--- src/logic/uart_pkg.sv ---
`default_nettype none

package uart_pkg;

    // Width of one UART character
    localparam int DATA_W = 8;

    // APB byte address width
    localparam int APB_ADDR_W = 4;

    // Register map, byte offsets
    localparam logic [APB_ADDR_W-1:0] ADDR_TX_DATA = 4'h0;
    localparam logic [APB_ADDR_W-1:0] ADDR_RX_DATA = 4'h4;
    localparam logic [APB_ADDR_W-1:0] ADDR_STATUS  = 4'h8;

    // Status register bits
    localparam int ST_TX_READY  = 0;
    localparam int ST_RX_FULL   = 1;
    localparam int ST_OVERRUN   = 2;
    localparam int ST_FRAME_ERR = 3;

endpackage

`default_nettype wire

--- src/logic/uart_apb_regs.sv ---
`timescale 1ns/100ps
`default_nettype none

module uart_apb_regs (
    input  wire                              clk,
    input  wire                              arst_n,

    input  wire                              psel,
    input  wire                              penable,
    input  wire                              pwrite,
    input  wire [uart_pkg::APB_ADDR_W-1:0]   paddr,
    input  wire [31:0]                       pwdata,
    output logic [31:0]                      prdata,
    output logic                             pready,
    output logic                             pslverr,

    output logic [uart_pkg::DATA_W-1:0]      tx_data,
    output logic                             tx_valid,
    input  wire                              tx_ready,

    input  wire [uart_pkg::DATA_W-1:0]       rx_data,
    input  wire                              rx_valid,
    input  wire                              rx_frame_err
);

    logic                        access;
    logic                        hit_tx;
    logic                        hit_rx;
    logic                        hit_status;
    logic                        unmapped;
    logic                        tx_wr;
    logic                        rx_rd;
    logic                        status_rd;

    logic [uart_pkg::DATA_W-1:0] rx_hold;
    logic                        rx_full;
    logic                        overrun;
    logic                        frame_err;
    logic [31:0]                 status_word;

    // Access phase of a zero wait state transfer
    assign access     = psel && penable;

    assign hit_tx     = (paddr == uart_pkg::ADDR_TX_DATA);
    assign hit_rx     = (paddr == uart_pkg::ADDR_RX_DATA);
    assign hit_status = (paddr == uart_pkg::ADDR_STATUS);
    assign unmapped   = !(hit_tx || hit_rx || hit_status);

    assign tx_wr      = access && pwrite && hit_tx;
    assign rx_rd      = access && !pwrite && hit_rx;
    assign status_rd  = access && !pwrite && hit_status;

    // Byte launch only when the transmitter can take it
    assign tx_valid   = tx_wr && tx_ready;
    assign tx_data    = pwdata[uart_pkg::DATA_W-1:0];

    assign pready     = 1'b1;
    assign pslverr    = access && (unmapped || (tx_wr && !tx_ready));

    always_comb begin
        status_word = '0;
        status_word[uart_pkg::ST_TX_READY]  = tx_ready;
        status_word[uart_pkg::ST_RX_FULL]   = rx_full;
        status_word[uart_pkg::ST_OVERRUN]   = overrun;
        status_word[uart_pkg::ST_FRAME_ERR] = frame_err;
    end

    always_comb begin
        prdata = '0;
        if (hit_rx) begin
            prdata[uart_pkg::DATA_W-1:0] = rx_hold;
        end else if (hit_status) begin
            prdata = status_word;
        end
    end

    always_ff @(posedge clk) begin
        if (rx_valid) begin
            rx_hold <= rx_data;
        end
    end

    always_ff @(posedge clk or negedge arst_n) begin
        if (!arst_n) begin
            rx_full   <= 1'b0;
            overrun   <= 1'b0;
            frame_err <= 1'b0;
        end else begin
            // A new byte beats a read in the same cycle
            if (rx_valid) begin
                rx_full <= 1'b1;
            end else if (rx_rd) begin
                rx_full <= 1'b0;
            end

            if (rx_valid && rx_full) begin
                overrun <= 1'b1;
            end else if (status_rd) begin
                overrun <= 1'b0;
            end

            if (rx_frame_err) begin
                frame_err <= 1'b1;
            end else if (status_rd) begin
                frame_err <= 1'b0;
            end
        end
    end

endmodule

`default_nettype wire

--- src/logic/uart_receiver.sv ---
`timescale 1ns/100ps
`default_nettype none

module uart_receiver #(
    parameter int CLOCK_FREQ = 125_000_000,
    parameter int BAUD_RATE  = 115_200
) (
    input  wire                          clk,
    input  wire                          arst_n,

    input  wire                          serial_in,

    output logic [uart_pkg::DATA_W-1:0]  data_out,
    output logic                         data_out_valid,
    output logic                         frame_err
);

    localparam int BIT_TIME = CLOCK_FREQ / BAUD_RATE;
    localparam int CNT_W    = (BIT_TIME > 1) ? $clog2(BIT_TIME) : 1;
    localparam int BIDX_W   = $clog2(uart_pkg::DATA_W);

    localparam logic [CNT_W-1:0]  LAST_CNT  = CNT_W'(BIT_TIME - 1);
    localparam logic [CNT_W-1:0]  HALF_CNT  = CNT_W'(BIT_TIME / 2);
    localparam logic [BIDX_W-1:0] LAST_DATA = BIDX_W'(uart_pkg::DATA_W - 1);

    typedef enum logic [1:0] {
        IDLE,
        START,
        DATA,
        STOP
    } state_t;

    state_t                       state;
    logic [1:0]                   sync_q;
    logic                         rx_s;
    logic                         rx_prev;
    logic [CNT_W-1:0]             clk_cnt;
    logic [BIDX_W-1:0]            bit_idx;
    logic [uart_pkg::DATA_W-1:0]  data_sr;
    logic                         start_mid;
    logic                         bit_mid;

    assign rx_s      = sync_q[1];
    assign start_mid = (state == START) && (clk_cnt == HALF_CNT);
    assign bit_mid   = (state == DATA || state == STOP) && (clk_cnt == LAST_CNT);

    assign data_out       = data_sr;
    assign data_out_valid = (state == STOP) && bit_mid && rx_s;
    assign frame_err      = (state == STOP) && bit_mid && !rx_s;

    // Line idles high, so the flops come out of reset high
    always_ff @(posedge clk or negedge arst_n) begin
        if (!arst_n) begin
            sync_q  <= 2'b11;
            rx_prev <= 1'b1;
        end else begin
            sync_q  <= {sync_q[0], serial_in};
            rx_prev <= rx_s;
        end
    end

    always_ff @(posedge clk or negedge arst_n) begin
        if (!arst_n) begin
            state   <= IDLE;
            clk_cnt <= '0;
            bit_idx <= '0;
        end else begin
            case (state)
                IDLE: begin
                    // Edge cycle already counts as cycle zero of the start bit
                    if (rx_prev && !rx_s) begin
                        state   <= START;
                        clk_cnt <= CNT_W'(1);
                    end
                end
                START: begin
                    if (start_mid) begin
                        // Glitch if the line is high again by mid-bit
                        state   <= rx_s ? IDLE : DATA;
                        clk_cnt <= '0;
                        bit_idx <= '0;
                    end else begin
                        clk_cnt <= clk_cnt + 1'b1;
                    end
                end
                DATA: begin
                    if (bit_mid) begin
                        clk_cnt <= '0;
                        bit_idx <= bit_idx + 1'b1;
                        if (bit_idx == LAST_DATA) begin
                            state <= STOP;
                        end
                    end else begin
                        clk_cnt <= clk_cnt + 1'b1;
                    end
                end
                STOP: begin
                    if (bit_mid) begin
                        state   <= IDLE;
                        clk_cnt <= '0;
                    end else begin
                        clk_cnt <= clk_cnt + 1'b1;
                    end
                end
                default: state <= IDLE;
            endcase
        end
    end

    // LSB arrives first
    always_ff @(posedge clk) begin
        if (state == DATA && bit_mid) begin
            data_sr <= {rx_s, data_sr[uart_pkg::DATA_W-1:1]};
        end
    end

endmodule

`default_nettype wire

--- src/logic/uart_top.sv ---
`timescale 1ns/100ps
`default_nettype none

module uart_top #(
    parameter int CLOCK_FREQ = 125_000_000,
    parameter int BAUD_RATE  = 115_200
) (
    input  wire                             clk,
    input  wire                             arst_n,

    input  wire                             psel,
    input  wire                             penable,
    input  wire                             pwrite,
    input  wire [uart_pkg::APB_ADDR_W-1:0]  paddr,
    input  wire [31:0]                      pwdata,
    output logic [31:0]                     prdata,
    output logic                            pready,
    output logic                            pslverr,

    input  wire                             serial_in,
    output logic                            serial_out
);

    logic [uart_pkg::DATA_W-1:0] tx_data;
    logic                        tx_valid;
    logic                        tx_ready;
    logic [uart_pkg::DATA_W-1:0] rx_data;
    logic                        rx_valid;
    logic                        rx_frame_err;

    uart_apb_regs u_apb_regs (
        .clk          (clk),
        .arst_n       (arst_n),
        .psel         (psel),
        .penable      (penable),
        .pwrite       (pwrite),
        .paddr        (paddr),
        .pwdata       (pwdata),
        .prdata       (prdata),
        .pready       (pready),
        .pslverr      (pslverr),
        .tx_data      (tx_data),
        .tx_valid     (tx_valid),
        .tx_ready     (tx_ready),
        .rx_data      (rx_data),
        .rx_valid     (rx_valid),
        .rx_frame_err (rx_frame_err)
    );

    uart_transmitter #(
        .CLOCK_FREQ (CLOCK_FREQ),
        .BAUD_RATE  (BAUD_RATE)
    ) u_transmitter (
        .clk           (clk),
        .arst_n        (arst_n),
        .data_in       (tx_data),
        .data_in_valid (tx_valid),
        .data_in_ready (tx_ready),
        .serial_out    (serial_out)
    );

    uart_receiver #(
        .CLOCK_FREQ (CLOCK_FREQ),
        .BAUD_RATE  (BAUD_RATE)
    ) u_receiver (
        .clk            (clk),
        .arst_n         (arst_n),
        .serial_in      (serial_in),
        .data_out       (rx_data),
        .data_out_valid (rx_valid),
        .frame_err      (rx_frame_err)
    );

endmodule

`default_nettype wire

--- src/logic/uart_transmitter.sv ---
`timescale 1ns/100ps
`default_nettype none

module uart_transmitter #(
    parameter int CLOCK_FREQ = 125_000_000,
    parameter int BAUD_RATE  = 115_200
) (
    input  wire                          clk,
    input  wire                          arst_n,

    input  wire [uart_pkg::DATA_W-1:0]   data_in,
    input  wire                          data_in_valid,
    output logic                         data_in_ready,

    output logic                         serial_out
);

    localparam int BIT_TIME = CLOCK_FREQ / BAUD_RATE;
    localparam int CNT_W    = (BIT_TIME > 1) ? $clog2(BIT_TIME) : 1;
    localparam int FRAME_W  = uart_pkg::DATA_W + 2;
    localparam int BCNT_W   = $clog2(FRAME_W + 1);

    localparam logic [CNT_W-1:0]  LAST_CNT = CNT_W'(BIT_TIME - 1);
    localparam logic [BCNT_W-1:0] LAST_BIT = BCNT_W'(FRAME_W);

    typedef enum logic {
        IDLE,
        WORK
    } state_t;

    state_t              state;
    state_t              state_next;
    logic [FRAME_W-1:0]  shift_q;
    logic [CNT_W-1:0]    clk_cnt;
    logic [BCNT_W-1:0]   bit_cnt;
    logic                symbol_edge;
    logic                fire;

    assign symbol_edge   = (state == WORK) && (clk_cnt == LAST_CNT);
    assign fire          = data_in_valid && data_in_ready;
    assign data_in_ready = (state == IDLE);
    assign serial_out    = (state == WORK) ? shift_q[0] : 1'b1;

    always_comb begin
        state_next = state;
        case (state)
            IDLE: if (data_in_valid) state_next = WORK;
            WORK: if (bit_cnt == LAST_BIT) state_next = IDLE;
            default: state_next = IDLE;
        endcase
    end

    always_ff @(posedge clk or negedge arst_n) begin
        if (!arst_n) begin
            state <= IDLE;
        end else begin
            state <= state_next;
        end
    end

    // Frame goes out LSB first, ones fill in behind the stop bit
    always_ff @(posedge clk) begin
        if (fire) begin
            shift_q <= {1'b1, data_in, 1'b0};
        end else if (symbol_edge) begin
            shift_q <= {1'b1, shift_q[FRAME_W-1:1]};
        end
    end

    // Cycles within the current bit
    always_ff @(posedge clk or negedge arst_n) begin
        if (!arst_n) begin
            clk_cnt <= '0;
        end else if (state == IDLE || symbol_edge) begin
            clk_cnt <= '0;
        end else begin
            clk_cnt <= clk_cnt + 1'b1;
        end
    end

    // Bits sent so far, stops at ten
    always_ff @(posedge clk or negedge arst_n) begin
        if (!arst_n) begin
            bit_cnt <= '0;
        end else if (state == IDLE) begin
            bit_cnt <= '0;
        end else if (symbol_edge && bit_cnt < LAST_BIT) begin
            bit_cnt <= bit_cnt + 1'b1;
        end
    end

endmodule

`default_nettype wire

--- config.mk ---
export PLATFORM = sky130hd
export DESIGN_NAME = uart_top
export DESIGN_NICKNAME = d
export VERILOG_FILES = /design/src/logic/uart_pkg.sv /design/src/logic/uart_apb_regs.sv /design/src/logic/uart_receiver.sv /design/src/logic/uart_top.sv /design/src/logic/uart_transmitter.sv
export SDC_FILE = /design/constraint.sdc
export NUM_CORES = 1
export LEC_CHECK = 0
export BUFFER_PORTS_ARGS = -buffer_cell sky130_fd_sc_hd__buf_2
export CAP_MARGIN = 0
export CELL_PAD_IN_SITES_DETAIL_PLACEMENT = 1
export CELL_PAD_IN_SITES_GLOBAL_PLACEMENT = 1
export CORE_MARGIN = 2
export CORE_UTILIZATION = 41
export DETAILED_ROUTE_END_ITERATION = 10
export PLACE_DENSITY_LB_ADDON = 0.1
export SYNTH_ARGS = -nofsm -noshare
export SYNTH_HDL_FRONTEND = slang
export SYNTH_SLANG_ARGS = --single-unit
--- constraint.sdc ---
create_clock -name clk -period 2.39 [get_ports clk]
set_input_delay 0.478 -clock clk [delete_from_list [all_inputs] [get_ports clk]]
set_output_delay 0.478 -clock clk [all_outputs]
set_load 0.005 [all_outputs]
# Yosys cells after proc, flatten, opt, wreduce, memory -nomap -nowiden
# Cells that the tools add are included.
# W data, S select, Z words.
# op_classes
n_addsub	4
order_cmp	1
eq_ne	16
muxes	30
bitwise_logic	1
reduce_logical	38
# ops
cell	count
$mux W11	4
$pmux W11 S3	1
$add A11 B1 Y11 const B	2
$eq A11 B11 Y1 const B	2
$logic_and A1 B1 Y1	20
$mux W9	2
$mux W2	6
$mux W4	3
$eq A11 B10 Y1 const B	1
$reduce_bool A2 Y1	5
$eq A4 B4 Y1 const B	2
$mux W1	8
$mux W8	1
$ne A2 B1 Y1 const B	4
$pmux W2 S4	1
$mux W3	2
$pmux W3 S2	1
$logic_or A1 B1 Y1	5
$reduce_and A5 Y1	1
$add A4 B1 Y4 const B	1
$eq A2 B2 Y1 const B	2
$eq A4 B3 Y1 const B	1
$logic_not A4 Y1	1
$lt A4 B4 Y1 const B	1
other kinds (10)	13
# word_totals
regBits	63
in_bits	42
output_inout_bits	35

# Longest topological paths before layout
# Gate-level depths: netlist (run 1).
# logic_depth
depth_word	7
depth_mapped	8

# Modules after synthesis
# From an unflattened synthesis (run 1), not the netlist that was laid out.
# hier_totals
hier_cells	315
hier_area_um2	3483.3
# modules_own_cells
module	instances	cells_per_inst	area_per_inst_um2	seq_area_each_um2
uart_receiver	1	133	1442.6	719.4
uart_transmitter	1	110	1256.2	660.6
uart_apb_regs	1	72	784.5	315.3

# Least setup slack after synthesis (run 1)
# Ideal clock, no wire load.
# synth_path
kind	register -> register
start	register u_receiver.clk_cnt[7]
end	register u_receiver.data_sr (netlist bit u_receiver.data_out[0]), enable pin
setup_ns	0.373
arrival_ns	1.720
slack_ns	0.297
path_stages_with_launch	4
n_path_buf	0
period_less_slack_ns	2.093
cell_sequence	dfrtp_1 or3_4 nor4_4 nor2b_1
# synth_between
elab_chain_cells	3
# synth_rtl
item	line_no	source
start, declared	uart_receiver.sv:37	logic [CNT_W-1:0] clk_cnt;
start signal, assigned	uart_receiver.sv:83	clk_cnt <= clk_cnt + 1'b1;
start signal, assigned	uart_receiver.sv:94	clk_cnt <= clk_cnt + 1'b1;
start signal, assigned	uart_receiver.sv:102	clk_cnt <= clk_cnt + 1'b1;
$eq A11 B11 Y1	uart_receiver.sv:45	assign bit_mid = (state == DATA || state == STOP) && (clk_cnt == LAST_CNT);
$logic_and A1 B1 Y1	uart_receiver.sv:45	
$logic_and A1 B1 Y1	uart_receiver.sv:112	if (state == DATA && bit_mid) begin
end signal, assigned	uart_receiver.sv:113	data_sr <= {rx_s, data_sr[uart_pkg::DATA_W-1:1]};
end, declared	uart_receiver.sv:39	logic [uart_pkg::DATA_W-1:0] data_sr;
# Every way passes these cells.
# A chain may end at the register's enable or synchronous reset.

# Worst setup path after layout (run 1)
# layout_path
start	register u_receiver.clk_cnt[0]
end	register u_receiver.clk_cnt[4]
# layout_between
elab_chain_cells	4
word_cells_on_any_way	8
classes_between	add/sub: 1; eq/ne: 2; mux: 3; reduce/logical: 2
# layout_rtl
item	line_no	source
parallel branches: the longest is 3 deep, another holds $add A11 B1 Y11	-	
$pmux W11 S3 *	uart_receiver.sv:68	case (state)
# Every way passes the cells marked *.

==> impl_metrics.py, run 1 <==
metrics = {
    "clocking": {
        "clkTransAtPathRegs_ps": 80,
        "clk_latency_ps": 340,
        "cts_resized": 0,
        "htreeDepth": 3,
        "postCtsHoldBufs": 0,
        "numCtsBuffers": 9,
        "cts_root_buf": "clkbuf_8",
        "cts_tree": "yes",
        "clock_path_buffers": 2,
        "cts_setup_buffers": 0,
        "clock-sinks": 63,
    },
    "setup_path": {
        "r2r_start": "u_receiver.clk_cnt[0]$_DFFE_PN0P_",
        "critPathCaptureType": "register",
        "reg2reg_slack_ps": 440,
        "crit_fanout": 7,
        "crit_arrival_ps": 2210,
        "cpPeakStageDelay_ps": 490,
        "startpoint_type": "register",
        "worstPathCellList": "inv_1 -> ha_1 -> nand3_1 -> nor2_1 -> o21ai_1 -> nand2_1 -> o21ai_0",
        "r2r-end": "u_receiver.clk_cnt[4]$_DFFE_PN0P_",
        "crit_type": "reg -> reg",
        "critPathSlowestCell": "o21ai_1",
        "r2r_cells": 7,
        "crit_required_ps": 2650,
        "startpoint": "u_receiver.clk_cnt[0]$_DFFE_PN0P_",
        "crit_path_end": "u_receiver.clk_cnt[4]$_DFFE_PN0P_",
    },
    "cells_and_area": {
        "layout_commonest_cell": "dfrtp_1",
        "final_util": 0.476,
        "drive_gt1_frac": 0.187,
        "area_delta_synth_final_pct": 11.4,
        "num_antenna_cells": 0,
        "multiInputGateArea_sq_um": 1270,
        "fillers": 823,
        "area.sequential_sq_um": 1700,
        "nets": 377,
        "final_cell_mix": "35 x dfrtp_1, 27 x nand2_1, 27 x buf_2, 26 x nor2_1, 25 x conb_1",
    },
    "placed_design": {
        "port_buffers": 27,
        "gp_congestion": 0.736,
        "dp_hpwl_mm": 4.23,
    },
    "timing": {
        "max_freq_ghz": 0.514,
        "fin_skew_ps": 11.5,
        "slew-limit-headroom": 0.416,
        "worstMarginPinSlew_ps": 876,
        "drv_slew": 0,
        "min_period_ps": 1950,
        "rsz0062_at_grt": "false",
        "fin_crit_sh": 0.815,
        "fin_tns_setup_ps": 0,
        "setup_viol": 0,
        "hold_violations": 0,
    },
    "die": {
        "die_area_sq_um": 8350,
        "die_w_microns": 91.4,
        "die_y_microns": 91.4,
        "num_rows": 31,
        "fp.coreArea_sq_um": 7330,
        "initial_core_util": 0.427,
        "io_pins": 77,
    },
    "min_path": {
        "min_path_type": "in -> reg",
    },
    "synthesis": {
        "synth_cell_types": 49,
        "synthCells": 290,
        "yosysTopAreaCell": "dfrtp_1",
        "synth_area_per_cell_sq_um": 10.8,
        "ys_ff_latch": 63,
        "yosysSeqAreaShare": 0.541,
        "synth_top_flop_cell": "dfrtp_1",
        "synth.top_cell.area_share": 0.280,
        "syn-cell-area_sq_um": 3130,
        "synth_edf_count": 24,
        "yosysWarnings": 0,
        "synth_area_leaders": "dfrtp_1 28%, edfxtp_1 23%, buf_4 6.0%, ha_1 3.6%, nand2_1 3.2%",
        "async_reset_ff_frac": 0.603,
    },
    "routing": {
        "drt-total-wl_mm": 6.06,
        "initialDrtViolationCount": 46,
        "wl_per_cell_microns": 14.1,
        "drt-pass1-iter-count": 4,
        "route.detailed.drc": 0,
        "dr_total_vias": 2116,
        "ant_nets": 0,
        "viasPerCell": 4.92,
    },
    "grt": {
        "grt_pass1_wl_mm": 10.1,
        "grt_max_degree": 39,
        "grt_pass1_vias": 2045,
        "grt_use_total": 0.153,
        "grt.overflow.total": 0,
        "antenna_found_initial": 0,
    },
    "run_status": {
        "status": "complete, no violations",
    },
    "run": {
        "drv_cap": 0,
    },
    "power_and_ir_drop": {
        "vdd_drop_max_mv": 0.468,
        "powerDensity_nw_per_um2": 672,
        "p_leak_nw": 1.51,
    },
}
[state kept, by name, summed over array words and instances, names as in the netlist, 2 cells and up, named ones only]
name	count
u_receiver.sync_q	2
u_apb_regs.rx_hold	8
u_receiver.bit_idx	3
u_transmitter.clk_cnt	11
u_receiver.data_out	8
u_transmitter.shift_q	9
u_receiver.clk_cnt	11
u_transmitter.bit_cnt	4
[worst max-delay path: cells and delay by family (launching register included)]
kind	cells	cell delay (ps)
AOI/OAI and AO/OA	2	690
DFF	1	460
and+or+nand+nor	3	410
adders and majority gates	1	210
buffers and inverters	1	90
[routing by layer]
metal	global-route usage	vias up	share of wire
met5	0	-	0
met4	0.0758	0	0.017
met3	0.0307	10	0.024
met2	0.227	28	0.46
met1	0.211	1034	0.50
li1	-	1044	-
[cell usage after synthesis (3+ instances only)]
cell,number
xnor2_1,7
xor2_1,6
dfstp_2,3
nand2_1,27
dfrtp_1,35
o21a_1,3
a22o_1,10
clkbuf_1,5
edfxtp_1,24
inv_1,11
and3_1,5
a31oi_1,3
a21oi_1,3
and2_1,6
nand2b_1,5
nand4_1,5
or4_1,3
o21ai_0,11
ha_1,9
buf_4,25
nand3_1,18
nor2_1,26
o22ai_1,3
mux2i_1,4
[power breakdown]
part           leakage, nW  total (W)  internal [W]  switching (W)
Combinational        0.699   0.000223      0.000101       0.000121
Clock               0.0866   0.000858      0.000387       0.000471
Sequential           0.724    0.00126       0.00118      0.0000866
Total                 1.51    0.00234       0.00167       0.000679
[metrics by stage]
stage                     cells  power [W]  hold slack [ps]  instance area [sq um]  setup WS [ps]
final                       430    0.00234              232                   3490            443
after global routing        430    0.00247              220                   3490            192
after CTS                   430    0.00238              219                   3490            446
after detailed placement    414    0.00151              352                   3310            458
after global placement      414    0.00150              346                   3310            512
after floorplan             313    0.00145              182                   3220            297
[worst min path at each step]
stage                                   start                        endpoint  cells past startpoint
2_1_floorplan                          arst_n                       async pin                      0
5_1_grt                             serial_in  u_receiver.sync_q[0]$_DFF_PN1_                      1
6_report                            serial_in  u_receiver.sync_q[0]$_DFF_PN1_                      1
3_3_place_gp   u_receiver.sync_q[0]$_DFF_PN1_  u_receiver.sync_q[1]$_DFF_PN1_                      0
3_5_place_dp   u_receiver.sync_q[0]$_DFF_PN1_  u_receiver.sync_q[1]$_DFF_PN1_                      0
4_1_cts                             serial_in  u_receiver.sync_q[0]$_DFF_PN1_                      1
[cell type report]
class                   instances  share of cell area
flip-flops and latches         63               0.486
well taps                      99              0.0355
clock buffers                   9              0.0355
repair buffers                 33              0.0516
multi-input cells             208               0.364
inverters                      11              0.0118
clock inverters                 7              0.0158
[cell families after synthesis]
family,count (synthesis),synth area share
xor+xnor,13,0.0364
flops,63,0.541
mux,5,0.0164
simple gates,112,0.187
other cells,2,0.00240
compound gates,44,0.0995
fa+ha+maj,9,0.0360
buf+inv,42,0.0807
No activity file was read; power rests on OpenSTA's default activity.
==> run 2, diff against run 1 <==
ABC_AREA = 1   (was default)
CORE_UTILIZATION = 36   (was 41)
clock period = 1.7 ns   (was 2.39 ns; I/O delays follow)
==> impl_metrics.py, run 2 <==
metrics = {
    "routing": {
        "ant_nets": 0,
        "route.detailed.drc": 0,
        "drt-total-wl_mm": 6.78,
        "dr_total_vias": 2404,
        "initialDrtViolationCount": 60,
        "wl_per_cell_microns": 13.0,
        "viasPerCell": 4.62,
        "drt-pass1-iter-count": 5,
    },
    "clocking": {
        "clkTransAtPathRegs_ps": 80,
        "cts_root_buf": "clkbuf_8",
        "htreeDepth": 3,
        "cts_tree": "yes",
        "clock_path_buffers": 2,
        "postCtsHoldBufs": 0,
        "clk_latency_ps": 340,
        "clock-sinks": 63,
        "numCtsBuffers": 9,
    },
    "setup_path": {
        "critPathCaptureType": "register",
        "worstPathCellList": "inv_2 -> ha_4 -> nand2_2 -> inv_2 -> nand2_2 -> nor2_4 -> nand2_1 -> inv_2 -> nand3_2 -> inv_2 -> buf_12",
        "critPathSlowestCell": "dfrtp_1",
        "crit_fanout": 8,
        "cpMostUsedCell": "inv_2",
        "crit_type": "reg -> reg",
        "crit_required_ps": 1770,
        "cpPeakStageDelay_ps": 400,
        "crit_arrival_ps": 1700,
        "reg2reg_slack_ps": 70,
        "startpoint_type": "register",
    },
    "cells_and_area": {
        "reg_top3": "u_receiver.clk_cnt x11, u_transmitter.clk_cnt x11, u_transmitter.shift_q x9",
        "final_cell_mix": "60 x nand2_1, 48 x inv_1, 35 x dfrtp_1, 32 x nor2_1, 27 x buf_2",
        "num_antenna_cells": 0,
        "layout_commonest_cell": "nand2_1",
        "area_delta_synth_final_pct": 20.5,
        "drive_gt1_frac": 0.231,
        "fillers": 1031,
        "nets": 458,
    },
    "grt": {
        "antenna_found_initial": 0,
        "grt.overflow.total": 0,
        "grt_pass1_wl_mm": 11.4,
        "grt_pass1_vias": 2439,
        "grt_max_degree": 39,
        "grt_use_total": 0.149,
    },
    "timing": {
        "max_freq_ghz": 0.613,
        "hold_violations": 0,
        "worstMarginPinSlew_ps": 514,
        "fin_skew_ps": 8.61,
        "setup_slack_ps": 68.6,
        "drv_slew": 0,
        "fin_crit_sh": 0.960,
        "min_period_ps": 1630,
        "setup_viol": 0,
        "slew-limit-headroom": 0.657,
    },
    "synthesis": {
        "synth_xor_area_frac": 0.0276,
        "synth_cell_types": 31,
        "yosysWarnings": 0,
        "synth.area.mux_share": 0,
        "yosys-top-cells-count": "62 x nand2_1, 53 x inv_1, 35 x dfrtp_1, 35 x nor2_1, 25 x buf_4",
        "synth_compound_area_frac": 0.0870,
        "yosys.area_share.simple": 0.190,
        "yosysTopAreaCell": "dfrtp_1",
        "synth_area_per_cell_sq_um": 9.16,
        "synth_top_family_by_area": "simple AND/OR/NAND/NOR gates",
        "yosysMostFrequentCell": "nand2_1",
        "synth.top_cell.area_share": 0.276,
        "syn-cell-area_sq_um": 3180,
        "synth_area_leaders": "dfrtp_1 28%, edfxtp_1 23%, nand2_1 7.3%, inv_1 6.3%, buf_4 5.9%",
        "synthAdderAreaFrac": 0.0354,
        "synth_edf_count": 24,
        "ys_ff_latch": 63,
        "synth_top_flop_cell": "dfrtp_1",
        "async_reset_ff_frac": 0.603,
        "synthCells": 347,
        "yosysSeqAreaShare": 0.533,
    },
    "die": {
        "initial_core_util": 0.368,
        "num_rows": 34,
        "die_y_microns": 98.0,
        "die_w_microns": 98.0,
        "fp.coreArea_sq_um": 8640,
        "die_area_sq_um": 9600,
        "io_pins": 77,
    },
    "power_and_ir_drop": {
        "powerDensity_nw_per_um2": 1050,
        "p_leak_nw": 1.86,
        "total_power_w": 0.00402,
        "vdd_drop_max_mv": 0.420,
    },
    "placed_design": {
        "dp_hpwl_mm": 4.92,
        "port_buffers": 27,
        "dpl_worst_slack_ps": 59.7,
        "gp_congestion": 0.785,
    },
    "run": {
        "drv_cap": 0,
    },
    "run_status": {
        "status": "complete, no violations",
    },
    "min_path": {
        "min_path_type": "in -> async",
    },
}
==> run 2: changes by cell type in the layout (fill, tap and decap cells not counted), moves of 6 or more <==
cell	change
inv_1	+37
nand2_1	+33
buf_4	+16
and2_1	-6
inv_2	+6
nor2_1	+6
nor3_1	+6
o22ai_1	+6
==> run 2: area by class of cell <==
type                       instances  area, sq um  share of cell area
clock inverter                     7          104              0.0271
inverter                          55          209              0.0546
tap                              108          135              0.0353
timing repair buffer              51          340              0.0889
sequential                        63         1700               0.443
multi-input combinational        227         1220               0.319
clock buffer                       9          124              0.0324
==> run 2: final timing paths <==
check                                                   from                                 end  cells after the start
min in group clk                                   serial_in      u_receiver.sync_q[0]$_DFF_PN1_                      1
max in group asynchronous                             arst_n      u_receiver.sync_q[1]$_DFF_PN1_                      2
setup reg to reg           u_receiver.clk_cnt[0]$_DFFE_PN0P_     u_apb_regs.rx_hold[6]$_DFFE_PP_                     11
hold / removal                                        arst_n  u_transmitter.clk_cnt[4]$_DFF_PN0_                      2
hold reg to reg               u_receiver.sync_q[0]$_DFF_PN1_      u_receiver.sync_q[1]$_DFF_PN1_                      0
setup / recovery           u_receiver.clk_cnt[0]$_DFFE_PN0P_     u_apb_regs.rx_hold[6]$_DFFE_PP_                     11
==> run 2: worst max-delay path, delay by kind of cell, from the launching register on <==
family | cells | cell delay (ps)
flip-flops | 1 | 400
buffers and inverters | 5 | 430
adder cells (fa/ha/maj) | 1 | 120
AND/OR/NAND/NOR | 5 | 400
==> run 2: kinds of logic (layout without fill, tap and decap cells) <==
logic type,Yosys count,after routing
and+or+nand+nor,140,140
buffers and inverters,80,122
DFF,63,63
AOI/OAI and AO/OA,43,43
xor gates and xnor gates,10,10
adders and majority gates,9,9
other,2,25
==> run 2: power by group <==
part | switching [W] | total, W | internal, W
clock | 0.000668 | 0.00151 | 0.000846
sequential | 0.0000860 | 0.00174 | 0.00166
combinational | 0.000473 | 0.000766 | 0.000292
total | 0.00123 | 0.00402 | 0.00279
==> run 2: per-layer routing <==
metal	track usage	part of all wire	routed length, microns	up-vias
li1	-	-	-	1208
met1	0.189	0.46	3100	1167
met2	0.241	0.51	3450	20
met3	0.0329	0.020	136	9
met4	0.0737	0.014	92	0
met5	0	0	0	-
==> run 2: metrics by stage <==
step	setup TNS, ps	hold WS (ps)	util	instances	cell area [sq um]
global route	-147	65.7	0.443	520	3830
floorplan	0	44.4	-	370	3260
global placement	0	346	0.409	501	3530
CTS	0	63.0	0.435	517	3760
detailed placement	0	356	0.409	501	3530
finish	0	42.2	0.443	520	3830
==> run 2: what timing repair did <==
| item | 4_1_cts | 5_1_grt |
|---|---|---|
| gates resized for setup | 0 | 17 |
| setup endpoints to repair | 0 | 33 |
| buffers inserted | 0 | 3 |
| hold endpoints to repair | 0 | 0 |
==> run 3, diff against run 2 <==
--- a/config.mk
+++ b/config.mk
@@ -16,2 +16,3 @@
 export PLACE_DENSITY_LB_ADDON = 0.1
+export RECOVER_POWER = 25
 export SYNTH_ARGS = -nofsm -noshare
==> constraint.sdc (replaced) <==
create_clock -name clk -period 1.4 [get_ports clk]
set_input_delay 0.28 -clock clk [delete_from_list [all_inputs] [get_ports clk]]
set_output_delay 0.28 -clock clk [all_outputs]
set_load 0.01 [all_outputs]
==> impl_metrics.py, run 3 (synthesis gave the netlist of run 2 again) <==
metrics = {
    "cells_and_area": {
        "area_delta_synth_final_pct": 39.6,
        "final_cell_mix": "48 x nand2_1, 42 x inv_1, 36 x buf_4, 34 x dfrtp_1, 26 x buf_2",
        "final_cells": 547,
        "area.sequential_sq_um": 1700,
        "drive_gt1_frac": 0.410,
        "multiInputGateArea_sq_um": 1600,
        "layout_commonest_cell": "nand2_1",
        "reg_top3": "u_receiver.clk_cnt x11, u_transmitter.clk_cnt x11, u_transmitter.shift_q x9",
        "num_antenna_cells": 0,
        "nets": 485,
        "fillers": 986,
    },
    "power_and_ir_drop": {
        "total_power_w": 0.00509,
        "seqPwrFrac": 0.409,
        "power.switching_w": 0.00158,
        "p_leak_nw": 2.08,
        "powerDensity_nw_per_um2": 1150,
        "pwr-share-comb": 0.243,
        "vdd_drop_max_mv": 0.706,
        "p_int_w": 0.00351,
        "switching_share": 0.310,
        "pwr-share-clk": 0.348,
    },
    "timing": {
        "slew-limit-headroom": 0.438,
        "rsz0062_at_grt": "true",
        "drv_slew": 0,
        "fin_crit_sh": 1.09,
        "timing.hold.ws_ps": 43.6,
        "max_freq_ghz": 0.657,
        "fin_skew_ps": 7.89,
        "setup_slack_ps": -121,
        "setup_viol": 53,
        "worstMarginPinSlew_ps": 843,
        "hold_violations": 0,
        "min_period_ps": 1520,
    },
    "routing": {
        "viasPerCell": 4.65,
        "ant_nets": 0,
        "route.detailed.drc": 0,
        "dr_total_vias": 2544,
        "drt-total-wl_mm": 7.59,
        "drt-pass1-iter-count": 4,
        "initialDrtViolationCount": 60,
        "wl_per_cell_microns": 13.9,
    },
    "die": {
        "die_y_microns": 98.0,
        "io_pins": 77,
        "die_area_sq_um": 9600,
        "die_w_microns": 98.0,
        "initial_core_util": 0.368,
        "num_rows": 34,
        "fp.coreArea_sq_um": 8640,
    },
    "grt": {
        "grt_max_degree": 17,
        "antenna_found_initial": 0,
        "grt_pass1_wl_mm": 13.0,
        "grt_pass1_vias": 2835,
        "grt_use_total": 0.167,
        "grt.overflow.total": 0,
    },
    "clocking": {
        "cts_tree": "yes",
        "htreeDepth": 3,
        "clock_path_buffers": 2,
        "numCtsBuffers": 9,
        "clkTransAtPathRegs_ps": 70,
        "clock-sinks": 63,
        "cts_root_buf": "clkbuf_8",
        "clk_latency_ps": 340,
    },
    "placed_design": {
        "dp_hpwl_mm": 5.31,
        "port_buffers": 27,
        "dp_cells": 523,
        "dpl_worst_slack_ps": -207,
        "gp_congestion": 0.776,
    },
    "setup_path": {
        "crit_arrival_ps": 1570,
        "r2r-end": "u_receiver.data_out[0]$_DFFE_PP_",
        "startpoint_type": "register",
        "critPathSlowestCell": "dfrtp_1",
        "critPathCaptureType": "register",
        "path_buf_inv": 4,
        "reg2reg_slack_ps": -120,
        "cpPeakStageDelay_ps": 390,
        "crit_fanout": 5,
        "r2r_cells": 10,
        "r2r_start": "u_receiver.clk_cnt[0]$_DFFE_PN0P_",
        "crit_required_ps": 1450,
        "crit_type": "reg -> reg",
        "cp_top_family": "flip-flops",
        "worstPathCellList": "inv_2 -> ha_4 -> nand2_2 -> inv_2 -> nand2_2 -> nor2_4 -> nand2_4 -> clkinv_4 -> nand2_8 -> clkinvlp_4",
    },
    "min_path": {
        "worstHoldStart": "serial_in",
        "holdPathEnd": "u_receiver.sync_q[0]$_DFF_PN1_",
        "hold_path_depth": 1,
        "min_path_type": "in -> reg",
    },
    "run": {
        "drv_cap": 0,
    },
    "run_status": {
        "status": "finished with violations",
        "violations": "setup timing",
    },
}
-- run 3: cell types whose count changed in the layout (fill, tap and decap cells not counted), moves of 6 or more --
cell     change
buf_4       +14
buf_6       +10
inv_1        -6
nand2_1     -12
nand2_4      +8
nand3_1      -8
nand3_2      +7
nor2_1      -14
nor2_4      +10
o21ai_0      -8
-- run 3: repair_timing --
action                     CTS  global route
setup endpoints to repair   71            72
hold endpoints to repair    10             0
hold buffers                 1             0
gates resized for setup     77            51
buffers inserted             2             4
pin swaps                   18            26
cloned                       3             0
-- run 3: layout make-up --
type                       instances  area share
sequential                        63       0.383
multi-input combinational        229       0.360
timing repair buffer              75       0.123
inverter                          55      0.0522
tap                              108      0.0305
clock buffer                       9      0.0279
clock inverter                     7      0.0217
timing repair inverter             1     0.00169
-- run 3: how the worst max path moves through the flow --
stage | cells after the start | from | end | slack (ps)
3_5_place_dp | 10 | u_receiver.clk_cnt[0]$_DFFE_PN0P_ | u_apb_regs.rx_hold[7]$_DFFE_PP_ | -210
6_report | 10 | u_receiver.clk_cnt[0]$_DFFE_PN0P_ | u_receiver.data_out[0]$_DFFE_PP_ | -120
5_1_grt | 10 | u_receiver.clk_cnt[0]$_DFFE_PN0P_ | u_receiver.data_out[0]$_DFFE_PP_ | -220
2_1_floorplan | 10 | u_receiver.clk_cnt[0]$_DFFE_PN0P_ | u_apb_regs.rx_hold[0]$_DFFE_PP_ | -110
3_3_place_gp | 10 | u_receiver.clk_cnt[0]$_DFFE_PN0P_ | u_apb_regs.rx_hold[6]$_DFFE_PP_ | -180
4_1_cts | 10 | u_receiver.clk_cnt[1]$_DFFE_PN0P_ | u_receiver.data_out[0]$_DFFE_PP_ | -170
-- run 3: metrics by stage --
step                area, sq um  utilization  setup TNS, ps
floorplan                  3280            -          -1730
global placement           3690        0.428          -7450
detailed placement         3690        0.428          -9310
CTS                        4230        0.489          -5600
global route               4440        0.514          -9000
finish                     4440        0.514          -2950
-- run 3: metal layers --
metal / share of wire / vias up / GRT usage
li1: - / 1258 / -
met1: 0.44 / 1252 / 0.211
met2: 0.53 / 26 / 0.292
met3: 0.019 / 8 / 0.0293
met4: 0.011 / 0 / 0.0524
met5: 0 / - / 0
-- run 3: power groups by stage --
stage	logic, W	registers (W)	clock network [W]
after floorplan	0.000592	0.00213	0
after global placement	0.000983	0.00211	0
after detailed placement	0.00102	0.00211	0
after CTS	0.00116	0.00208	0.00184
after global routing	0.00137	0.00209	0.00190
final	0.00124	0.00208	0.00177
